[src/common/trace_pkg.sv]
package trace_pkg;

    // ----------------------------------------------------------
    // widths
    // ----------------------------------------------------------

    // machine word
    localparam int XLEN = 32;

    // trap nesting counter, wraps modulo 16
    localparam int TRAP_DEPTH_W = 4;

    // signed running sum of addi x2, x2, imm
    localparam int STACK_DEPTH_W = 16;

    // ----------------------------------------------------------
    // rv32i major opcodes
    // ----------------------------------------------------------

    localparam logic [6:0] OPC_LUI     = 7'b0110111;
    localparam logic [6:0] OPC_AUIPC   = 7'b0010111;
    localparam logic [6:0] OPC_JAL     = 7'b1101111;
    localparam logic [6:0] OPC_JALR    = 7'b1100111;
    localparam logic [6:0] OPC_BRANCH  = 7'b1100011;
    localparam logic [6:0] OPC_LOAD    = 7'b0000011;
    localparam logic [6:0] OPC_STORE   = 7'b0100011;
    localparam logic [6:0] OPC_OPIMM   = 7'b0010011;
    localparam logic [6:0] OPC_OP      = 7'b0110011;
    localparam logic [6:0] OPC_MISCMEM = 7'b0001111;
    localparam logic [6:0] OPC_SYSTEM  = 7'b1110011;

    // ----------------------------------------------------------
    // instruction classes
    // ----------------------------------------------------------

    typedef enum logic [3:0] {
        CLS_LUI      = 4'd0,
        CLS_AUIPC    = 4'd1,
        CLS_JAL      = 4'd2,
        CLS_JALR     = 4'd3,
        CLS_BRANCH   = 4'd4,
        CLS_LOAD     = 4'd5,
        CLS_STORE    = 4'd6,
        CLS_ALU_IMM  = 4'd7,
        CLS_ALU      = 4'd8,
        CLS_FENCEI   = 4'd9,
        CLS_CSR      = 4'd10,
        CLS_TRAP_RTN = 4'd11,
        CLS_WFI      = 4'd12,
        CLS_OTHER    = 4'd13
    } trace_class_e;

    // ----------------------------------------------------------
    // record
    // ----------------------------------------------------------

    // payload word as seen by an instruction record
    typedef struct packed {
        trace_class_e cls;
        logic         call;
        logic         ret;
        logic [2:0]   funct3;
        logic [4:0]   rd;
        logic [4:0]   rs1;
        logic [4:0]   rs2;
        logic [7:0]   zero;
    } trace_ins_view_t;

    // one word, two readings picked by the record kind
    typedef union packed {
        trace_ins_view_t   ins;
        logic [XLEN-1:0]   cause;
    } trace_payload_u;

    typedef struct packed {
        logic                     kind;
        logic [1:0]               mode;
        logic [TRAP_DEPTH_W-1:0]  trap_depth;
        logic [STACK_DEPTH_W-1:0] stack_depth;
        logic [XLEN-1:0]          addr;
        trace_payload_u           payload;
        // alu result, trap entry or trap return address
        logic [XLEN-1:0]          data;
    } trace_record_t;

endpackage

[src/source/rv_trace_unit.sv]
`timescale 1ns/1ps

module rv_trace_unit #(
    parameter int FIFO_DEPTH = 8
) (
    input  logic                       clk_i,
    input  logic                       clk_en_i,
    input  logic                       reset_i,
    // execute stage
    input  logic                       ex_stage_en_i,
    input  logic                       execute_commit_i,
    input  logic [trace_pkg::XLEN-1:0] ins_addr_i,
    input  logic [31:0]                ins_value_i,
    input  logic [trace_pkg::XLEN-1:0] alu_dout_i,
    input  logic [1:0]                 csr_mode_i,
    // trap side
    input  logic                       csr_jump_to_trap_i,
    input  logic [trace_pkg::XLEN-1:0] csr_trap_cause_i,
    input  logic [trace_pkg::XLEN-1:0] csr_trap_entry_addr_i,
    input  logic [trace_pkg::XLEN-1:0] csr_trap_rtn_addr_i,
    // trace port
    output logic [trace_pkg::XLEN-1:0] trace_word_o,
    output logic                       trace_valid_o,
    output logic                       trace_start_o,
    output logic                       overflow_o
);

    logic                     push;
    trace_pkg::trace_record_t record;
    logic                     empty;
    logic                     pop;
    trace_pkg::trace_record_t head;

    trace_capture i_trace_capture (
        .clk_i                 (clk_i),
        .reset_i               (reset_i),
        .clk_en_i              (clk_en_i),
        .ex_stage_en_i         (ex_stage_en_i),
        .execute_commit_i      (execute_commit_i),
        .ins_addr_i            (ins_addr_i),
        .ins_value_i           (ins_value_i),
        .alu_dout_i            (alu_dout_i),
        .csr_mode_i            (csr_mode_i),
        .csr_jump_to_trap_i    (csr_jump_to_trap_i),
        .csr_trap_cause_i      (csr_trap_cause_i),
        .csr_trap_entry_addr_i (csr_trap_entry_addr_i),
        .csr_trap_rtn_addr_i   (csr_trap_rtn_addr_i),
        .push_o                (push),
        .record_o              (record)
    );

    trace_fifo #(
        .FIFO_DEPTH (FIFO_DEPTH)
    ) i_trace_fifo (
        .clk_i      (clk_i),
        .reset_i    (reset_i),
        .push_i     (push),
        .record_i   (record),
        .pop_i      (pop),
        .empty_o    (empty),
        .head_o     (head),
        .overflow_o (overflow_o)
    );

    trace_serializer i_trace_serializer (
        .clk_i         (clk_i),
        .reset_i       (reset_i),
        .empty_i       (empty),
        .head_i        (head),
        .pop_o         (pop),
        .trace_word_o  (trace_word_o),
        .trace_valid_o (trace_valid_o),
        .trace_start_o (trace_start_o)
    );

endmodule

[src/source/trace_capture.sv]
`timescale 1ns/1ps

module trace_capture (
    input  logic                          clk_i,
    input  logic                          reset_i,
    input  logic                          clk_en_i,
    input  logic                          ex_stage_en_i,
    input  logic                          execute_commit_i,
    input  logic [trace_pkg::XLEN-1:0]    ins_addr_i,
    input  logic [31:0]                   ins_value_i,
    input  logic [trace_pkg::XLEN-1:0]    alu_dout_i,
    input  logic [1:0]                    csr_mode_i,
    input  logic                          csr_jump_to_trap_i,
    input  logic [trace_pkg::XLEN-1:0]    csr_trap_cause_i,
    input  logic [trace_pkg::XLEN-1:0]    csr_trap_entry_addr_i,
    input  logic [trace_pkg::XLEN-1:0]    csr_trap_rtn_addr_i,
    output logic                          push_o,
    output trace_pkg::trace_record_t      record_o
);

    // ----------------------------------------------------------
    // instruction fields
    // ----------------------------------------------------------

    logic [6:0]                            opcode;
    logic [2:0]                            funct3;
    logic [6:0]                            funct7;
    logic [11:0]                           funct12;
    logic [4:0]                            rd;
    logic [4:0]                            rs1;
    logic [4:0]                            rs2;
    logic [trace_pkg::XLEN-1:0]            imm_i;

    logic                                  qualify;
    logic                                  is_trap;
    logic                                  is_trap_rtn;
    logic                                  is_stack_adj;
    logic                                  sys_plain;
    trace_pkg::trace_class_e               cls;
    trace_pkg::trace_payload_u             payload;
    trace_pkg::trace_record_t              next_record;

    logic [trace_pkg::TRAP_DEPTH_W-1:0]    trap_depth;
    logic [trace_pkg::STACK_DEPTH_W-1:0]   stack_depth;
    logic [trace_pkg::STACK_DEPTH_W-1:0]   stack_step;

    assign opcode  = ins_value_i[6:0];
    assign rd      = ins_value_i[11:7];
    assign funct3  = ins_value_i[14:12];
    assign rs1     = ins_value_i[19:15];
    assign rs2     = ins_value_i[24:20];
    assign funct7  = ins_value_i[31:25];
    assign funct12 = ins_value_i[31:20];

    // i-type immediate, sign extended
    assign imm_i = {{(trace_pkg::XLEN-12){ins_value_i[31]}}, ins_value_i[31:20]};

    // trap wins over commit
    assign qualify = clk_en_i & ex_stage_en_i & (csr_jump_to_trap_i | execute_commit_i);
    assign is_trap = csr_jump_to_trap_i;

    // ecall, ebreak, xret and wfi all have rd and rs1 at zero
    assign sys_plain = (funct3 == 3'b000) && (rd == 5'd0) && (rs1 == 5'd0);

    // ----------------------------------------------------------
    // classification
    // ----------------------------------------------------------

    always_comb begin
        cls = trace_pkg::CLS_OTHER;
        case (opcode)
            trace_pkg::OPC_LUI:    cls = trace_pkg::CLS_LUI;
            trace_pkg::OPC_AUIPC:  cls = trace_pkg::CLS_AUIPC;
            trace_pkg::OPC_JAL:    cls = trace_pkg::CLS_JAL;
            trace_pkg::OPC_JALR:   cls = trace_pkg::CLS_JALR;
            trace_pkg::OPC_BRANCH: cls = trace_pkg::CLS_BRANCH;
            trace_pkg::OPC_LOAD:   cls = trace_pkg::CLS_LOAD;
            trace_pkg::OPC_STORE:  cls = trace_pkg::CLS_STORE;
            trace_pkg::OPC_OPIMM:  cls = trace_pkg::CLS_ALU_IMM;
            trace_pkg::OPC_OP: begin
                // only sub and sra use the alternate funct7
                if (funct7 == 7'b0000000) begin
                    cls = trace_pkg::CLS_ALU;
                end else if (funct7 == 7'b0100000 &&
                             (funct3 == 3'b000 || funct3 == 3'b101)) begin
                    cls = trace_pkg::CLS_ALU;
                end
            end
            trace_pkg::OPC_MISCMEM: begin
                if (funct3 == 3'b001) begin
                    cls = trace_pkg::CLS_FENCEI;
                end
            end
            trace_pkg::OPC_SYSTEM: begin
                if (funct3 != 3'b000 && funct3 != 3'b100) begin
                    cls = trace_pkg::CLS_CSR;
                end else if (sys_plain) begin
                    case (funct12)
                        // uret, sret, mret
                        12'h002, 12'h102, 12'h302: cls = trace_pkg::CLS_TRAP_RTN;
                        12'h105:                   cls = trace_pkg::CLS_WFI;
                        default:                   cls = trace_pkg::CLS_OTHER;
                    endcase
                end
            end
            default: cls = trace_pkg::CLS_OTHER;
        endcase
    end

    assign is_trap_rtn  = ~is_trap && (cls == trace_pkg::CLS_TRAP_RTN);
    assign is_stack_adj = (opcode == trace_pkg::OPC_OPIMM) && (funct3 == 3'b000) &&
                          (rd == 5'd2) && (rs1 == 5'd2);
    assign stack_step   = imm_i[trace_pkg::STACK_DEPTH_W-1:0];

    // ----------------------------------------------------------
    // record assembly
    // ----------------------------------------------------------

    always_comb begin
        payload = '0;
        if (is_trap) begin
            payload.cause = csr_trap_cause_i;
        end else begin
            payload.ins.cls    = cls;
            // jal to the link register
            payload.ins.call   = (opcode == trace_pkg::OPC_JAL) && (rd == 5'd1);
            // jalr from the link register, no offset
            payload.ins.ret    = (opcode == trace_pkg::OPC_JALR) && (rs1 == 5'd1) &&
                                 (imm_i == '0);
            payload.ins.funct3 = funct3;
            payload.ins.rd     = rd;
            payload.ins.rs1    = rs1;
            payload.ins.rs2    = rs2;
        end
    end

    always_comb begin
        next_record.kind        = is_trap;
        next_record.mode        = csr_mode_i;
        // depths before this event's own update
        next_record.trap_depth  = trap_depth;
        next_record.stack_depth = stack_depth;
        next_record.addr        = ins_addr_i;
        next_record.payload     = payload;
        if (is_trap) begin
            next_record.data = csr_trap_entry_addr_i;
        end else if (is_trap_rtn) begin
            next_record.data = csr_trap_rtn_addr_i;
        end else begin
            next_record.data = alu_dout_i;
        end
    end

    // ----------------------------------------------------------
    // depth tracking and push
    // ----------------------------------------------------------

    always_ff @(posedge clk_i) begin
        if (reset_i) begin
            push_o      <= 1'b0;
            trap_depth  <= '0;
            stack_depth <= '0;
        end else begin
            push_o <= qualify;
            if (qualify) begin
                if (is_trap) begin
                    trap_depth <= trap_depth + 1'b1;
                end else if (is_trap_rtn) begin
                    trap_depth <= trap_depth - 1'b1;
                end
                if (~is_trap && is_stack_adj) begin
                    stack_depth <= stack_depth + stack_step;
                end
            end
        end
    end

    always_ff @(posedge clk_i) begin
        if (qualify) begin
            record_o <= next_record;
        end
    end

endmodule

[src/source/trace_fifo.sv]
`timescale 1ns/1ps

module trace_fifo #(
    parameter int FIFO_DEPTH = 8
) (
    input  logic                     clk_i,
    input  logic                     reset_i,
    input  logic                     push_i,
    input  trace_pkg::trace_record_t record_i,
    input  logic                     pop_i,
    output logic                     empty_o,
    output trace_pkg::trace_record_t head_o,
    output logic                     overflow_o
);

    localparam int PTR_W = $clog2(FIFO_DEPTH);

    trace_pkg::trace_record_t mem [FIFO_DEPTH];

    logic [PTR_W-1:0] wr_ptr;
    logic [PTR_W-1:0] rd_ptr;
    logic [PTR_W:0]   count;
    logic             full;
    logic             wr_en;
    logic             rd_en;

    assign full    = (count == FIFO_DEPTH[PTR_W:0]);
    assign empty_o = (count == '0);

    // full is judged before a pop at the same edge
    assign wr_en = push_i & ~full;
    assign rd_en = pop_i & ~empty_o;

    assign head_o = mem[rd_ptr];

    // ----------------------------------------------------------
    // storage
    // ----------------------------------------------------------

    always_ff @(posedge clk_i) begin
        if (wr_en) begin
            mem[wr_ptr] <= record_i;
        end
    end

    // ----------------------------------------------------------
    // pointers, occupancy, overflow
    // ----------------------------------------------------------

    always_ff @(posedge clk_i) begin
        if (reset_i) begin
            wr_ptr     <= '0;
            rd_ptr     <= '0;
            count      <= '0;
            overflow_o <= 1'b0;
        end else begin
            // pointers wrap on their own, depth is a power of two
            if (wr_en) begin
                wr_ptr <= wr_ptr + 1'b1;
            end
            if (rd_en) begin
                rd_ptr <= rd_ptr + 1'b1;
            end
            case ({wr_en, rd_en})
                2'b10:   count <= count + 1'b1;
                2'b01:   count <= count - 1'b1;
                default: count <= count;
            endcase
            // dropped record, sticky until reset
            if (push_i & full) begin
                overflow_o <= 1'b1;
            end
        end
    end

endmodule

[src/source/trace_serializer.sv]
`timescale 1ns/1ps

module trace_serializer (
    input  logic                       clk_i,
    input  logic                       reset_i,
    input  logic                       empty_i,
    input  trace_pkg::trace_record_t   head_i,
    output logic                       pop_o,
    output logic [trace_pkg::XLEN-1:0] trace_word_o,
    output logic                       trace_valid_o,
    output logic                       trace_start_o
);

    // word currently on the port
    logic [1:0]               word_cnt;
    logic                     busy;
    trace_pkg::trace_record_t rec;
    logic [trace_pkg::XLEN-1:0] header;

    // take the next record when idle or on the last word
    assign pop_o = (~busy | (word_cnt == 2'd3)) & ~empty_i;

    // ----------------------------------------------------------
    // sequencing
    // ----------------------------------------------------------

    always_ff @(posedge clk_i) begin
        if (reset_i) begin
            busy     <= 1'b0;
            word_cnt <= 2'd0;
        end else if (pop_o) begin
            busy     <= 1'b1;
            word_cnt <= 2'd0;
        end else if (busy) begin
            if (word_cnt == 2'd3) begin
                // nothing queued behind
                busy <= 1'b0;
            end
            word_cnt <= word_cnt + 1'b1;
        end
    end

    // record whose words are on the port
    always_ff @(posedge clk_i) begin
        if (pop_o) begin
            rec <= head_i;
        end
    end

    // ----------------------------------------------------------
    // word select
    // ----------------------------------------------------------

    // kind, mode and trap depth on top and stack depth at the bottom
    assign header = {rec.kind,
                     rec.mode,
                     rec.trap_depth,
                     9'd0,
                     rec.stack_depth};

    always_comb begin
        case (word_cnt)
            2'd0:    trace_word_o = header;
            2'd1:    trace_word_o = rec.addr;
            2'd2:    trace_word_o = rec.payload;
            default: trace_word_o = rec.data;
        endcase
    end

    assign trace_valid_o = busy;
    assign trace_start_o = busy & (word_cnt == 2'd0);

endmodule

[config.mk]
export PLATFORM = sky130hd
export DESIGN_NAME = rv_trace_unit
export DESIGN_NICKNAME = d
export VERILOG_FILES = /design/src/common/trace_pkg.sv /design/src/source/rv_trace_unit.sv /design/src/source/trace_capture.sv /design/src/source/trace_fifo.sv /design/src/source/trace_serializer.sv
export SDC_FILE = /design/constraint.sdc
export NUM_CORES = 1
export LEC_CHECK = 0
export ABC_AREA = 1
export BUFFER_PORTS_ARGS = -buffer_cell sky130_fd_sc_hd__buf_2
export CORE_MARGIN = 3
export CORE_UTILIZATION = 40
export DETAILED_ROUTE_END_ITERATION = 6
export PLACE_DENSITY = 0.64
export SYNTH_ARGS = -nofsm -noshare
export SYNTH_HDL_FRONTEND = slang
export SYNTH_SLANG_ARGS = --single-unit
[constraint.sdc]
create_clock -name clk_i -period 13.4 [get_ports clk_i]
set_input_delay 1.34 -clock clk_i [delete_from_list [all_inputs] [get_ports clk_i]]
set_output_delay 1.34 -clock clk_i [all_outputs]
set_load 0.1 [all_outputs]
==> flow_summary.json <==
{
  "outcome": "finished, final reports clean",
  "power_mw": 10.4,
  "synth_top_area_share_pct": 74.1,
  "synth_compound_area_share_pct": 9.92,
  "tritoncts": "yes",
  "skew_ps": 31.7,
  "grt_first_pass_wirelength_um": 184000,
  "ys_seq_area_share_pct": 75.6,
  "initial_core_util_pct": 40.6,
  "worstMarginPinSlew_ps": 1140,
  "synth_cells": 3766,
  "clkLatencyLatePin_ps": 700,
  "power_leakage_nw": 18.5,
  "postPlaceCellArea_sq_mm": 0.0509,
  "relSlewSlack_pct": 24.3,
  "setup_ws_ps": 8470,
  "stdcell_count": 5633,
  "fin_crit_ps": 4930,
  "path_delay_family": "buffers and inverters",
  "setup_tns_ps": 0,
  "yosysTopAreaCell": "edfxtp_1",
  "htree_levels": 3,
  "crit_path_cell_trace": "ha_1 > buf_4 > inv_1 > buf_4 > nor2_1 > a31oi_1 > buf_2",
  "place_inst": 5415,
  "critPathMostFrequentCell": "buf_4",
  "final_nets": 4163,
  "first_pass_iters": 6,
  "route.antenna.remaining_nets": 0,
  "setup_violations": 0,
  "hold_violations": 0,
  "grt_usage_pct": 19.5,
  "hold_path.class": "register to register",
  "wl_per_cell_um": 22.2,
  "maxCapViolations": 0,
  "yosys.area_share.simple_pct": 10.8,
  "synth_top_family_by_area": "simple AND/OR/NAND/NOR gates",
  "worst_path_max_delay_cell": "buf_2",
  "rsz0062_at_grt": "no",
  "layout_common_cells": "edfxtp_1 (1190), nor2_1 (929), o21ai_0 (515)",
  "max_stage_delay_ps": 550,
  "synthTopCellsByArea": "edfxtp_1 (74%), nor2_1 (7.3%), o21ai_0 (5.3%)",
  "n_antenna_cell": 0,
  "hpwl_um": 70100,
  "synth_area_sq_mm": 0.0482,
  "ys_seq_elements": 1225,
  "cts_max_path_buffers": 3,
  "final_max_slew_viol_count": 0,
  "drt_wl_total_um": 125000,
  "fp.dieH_um": 353,
  "synthAdderAreaFrac_pct": 0.799,
  "arrival_ps": 3590,
  "timing.fmax_mhz": 203,
  "drive_gt1_share_pct": 12.2,
  "grt_max_degree": 188,
  "p_per_area_mw_per_mm2": 191,
  "antenna_found_initial": 10,
  "row_count": 126,
  "yosysUniqueCellTypes": 48,
  "fillers": 10436,
  "ys_warn_count": 0,
  "gpl.final_weighted_congestion": 0.882,
  "ioPinCount": 235,
  "seq_area_sq_mm": 0.0364,
  "cts-root-buf": "clkbuf_16",
  "syn_to_final_growth_pct": 13.2,
  "synthMuxAreaShare_pct": 0,
  "synth_edf_count": 1190,
  "die_area_sq_mm": 0.125,
  "die_w_um": 353,
  "async_flop_share_pct": 0,
  "fin_util_pct": 45.9,
  "ctsHoldBuffers": 0,
  "drt_iter0_markers": 3123,
  "clkSinkCount": 1225,
  "crit_path_start_kind": "register",
  "via_count": 30228,
  "multi_input_area_sq_mm": 0.0106,
  "fin_area_sq_mm": 0.0546,
  "required_ps": 12060,
  "avgSynthCellArea_sq_um": 12.8,
  "core_sq_mm": 0.119,
  "cts-buffers-inserted": 117,
  "overflow": 0,
  "cts_resized": 0,
  "postCtsSetupRepairBufs": 0,
  "yosys.area_share.xor_xnor_pct": 0.236,
  "worstPathMaxFanout": 32,
  "synth_nets": 3995,
  "portBuffers": 234,
  "holdWs_ps": 470,
  "finalCritPeriodShare_pct": 36.8,
  "layout_commonest_cell": "edfxtp_1",
  "dp_slack_ps": 9230,
  "ys.flop_type": "edfxtp_1",
  "drc": 0,
  "path_clk_slew_ps": 60,
  "vias_per_cell": 5.37,
  "cp-end-kind": "output port",
  "crit_type": "register to output port",
  "critPathBufInv": 4,
  "ir_drop_uv": 344,
  "grt_pass1_vias": 28017
}
-- sequential cells by signal, indices dropped and copies added (netlist names) --
| signal | flops |
|---|---|
| i_trace_capture.trap_depth | 4 |
| i_trace_fifo.count | 4 |
| i_trace_serializer.rec | 96 |
| i_trace_fifo.mem | 952 |
| i_trace_serializer.word_cnt | 2 |
| i_trace_fifo.rd_ptr | 3 |
| i_trace_capture.stack_depth | 16 |
| i_trace_serializer.trace_valid_o | 1 |
| i_trace_fifo.overflow_o | 1 |
| i_trace_capture.record_o | 119 |
| i_trace_serializer.header | 23 |
| i_trace_fifo.wr_ptr | 3 |
| i_trace_capture.push_o | 1 |
-- cells by family after synthesis --
logic type,after synthesis
fa+ha+maj,29
flops,1225
xor+xnor,13
buf+inv,308
compound gates,878
simple gates,1313
-- where the power goes --
| part | total (mW) | internal (mW) | switching, mW |
|---|---|---|---|
| Clock | 3.18 | 1.78 | 1.40 |
| Sequential | 4.86 | 4.61 | 0.250 |
| Combinational | 2.36 | 0.528 | 1.83 |
-- synth_stat cells (3+ instances only) --
library cell  instances
o22ai_1             119
nor2_4                3
xnor2_1               6
edfxtp_1           1190
ha_1                 26
xor2_1                7
buf_1                10
nand4_1               6
a31oi_1             144
buf_2                34
inv_2                 5
buf_4                 6
fa_1                  3
nand2_1             258
o21ai_0             515
nor4_1                4
dfxtp_1              35
inv_1                81
nand3_2              11
clkbuf_1            165
a21oi_1              81
nand3_1              56
nand2_2              18
a21o_1                5
nor3_1                7
nor2_2                6
nor2_1              937
-- final cells by class --
cell class | instances | share of cell area [%]
flip-flops and latches | 1225 | 66.8
multi-input cells | 2233 | 19.4
inverters | 89 | 0.672
well taps | 1600 | 3.67
clock inverters | 73 | 1.11
repair buffers | 268 | 2.76
clock buffers | 145 | 5.64
-- final timing paths --
kind                                                    start                                       to  slack (ps)  depth (start not counted)
setup reg to reg  i_trace_serializer.word_cnt[0]$_SDFFE_PP0P_       i_trace_fifo.count[3]$_SDFFE_PP0P_        9180                         14
setup / recovery  i_trace_serializer.word_cnt[0]$_SDFFE_PP0P_                         trace_word_o[27]        8470                          7
hold reg to reg    i_trace_capture.trap_depth[2]$_SDFFE_PP0P_  i_trace_capture.record_o[114]$_DFFE_PP_         470                          0
hold / removal     i_trace_capture.trap_depth[2]$_SDFFE_PP0P_  i_trace_capture.record_o[114]$_DFFE_PP_         470                          0
-- layer usage --
| layer | vias up | routed length, um | GRT usage (%) | share of wire [%] |
|---|---|---|---|---|
| met5 | - | 0 | 0 | 0 |
| met4 | 0 | 2960 | 5.15 | 2.4 |
| met3 | 169 | 10000 | 3.44 | 8.0 |
| met2 | 1257 | 57800 | 30.2 | 46 |
| met1 | 14829 | 54100 | 28.4 | 43 |
| li1 | 13973 | - | - | - |
Power figures use the tool's default switching activity.
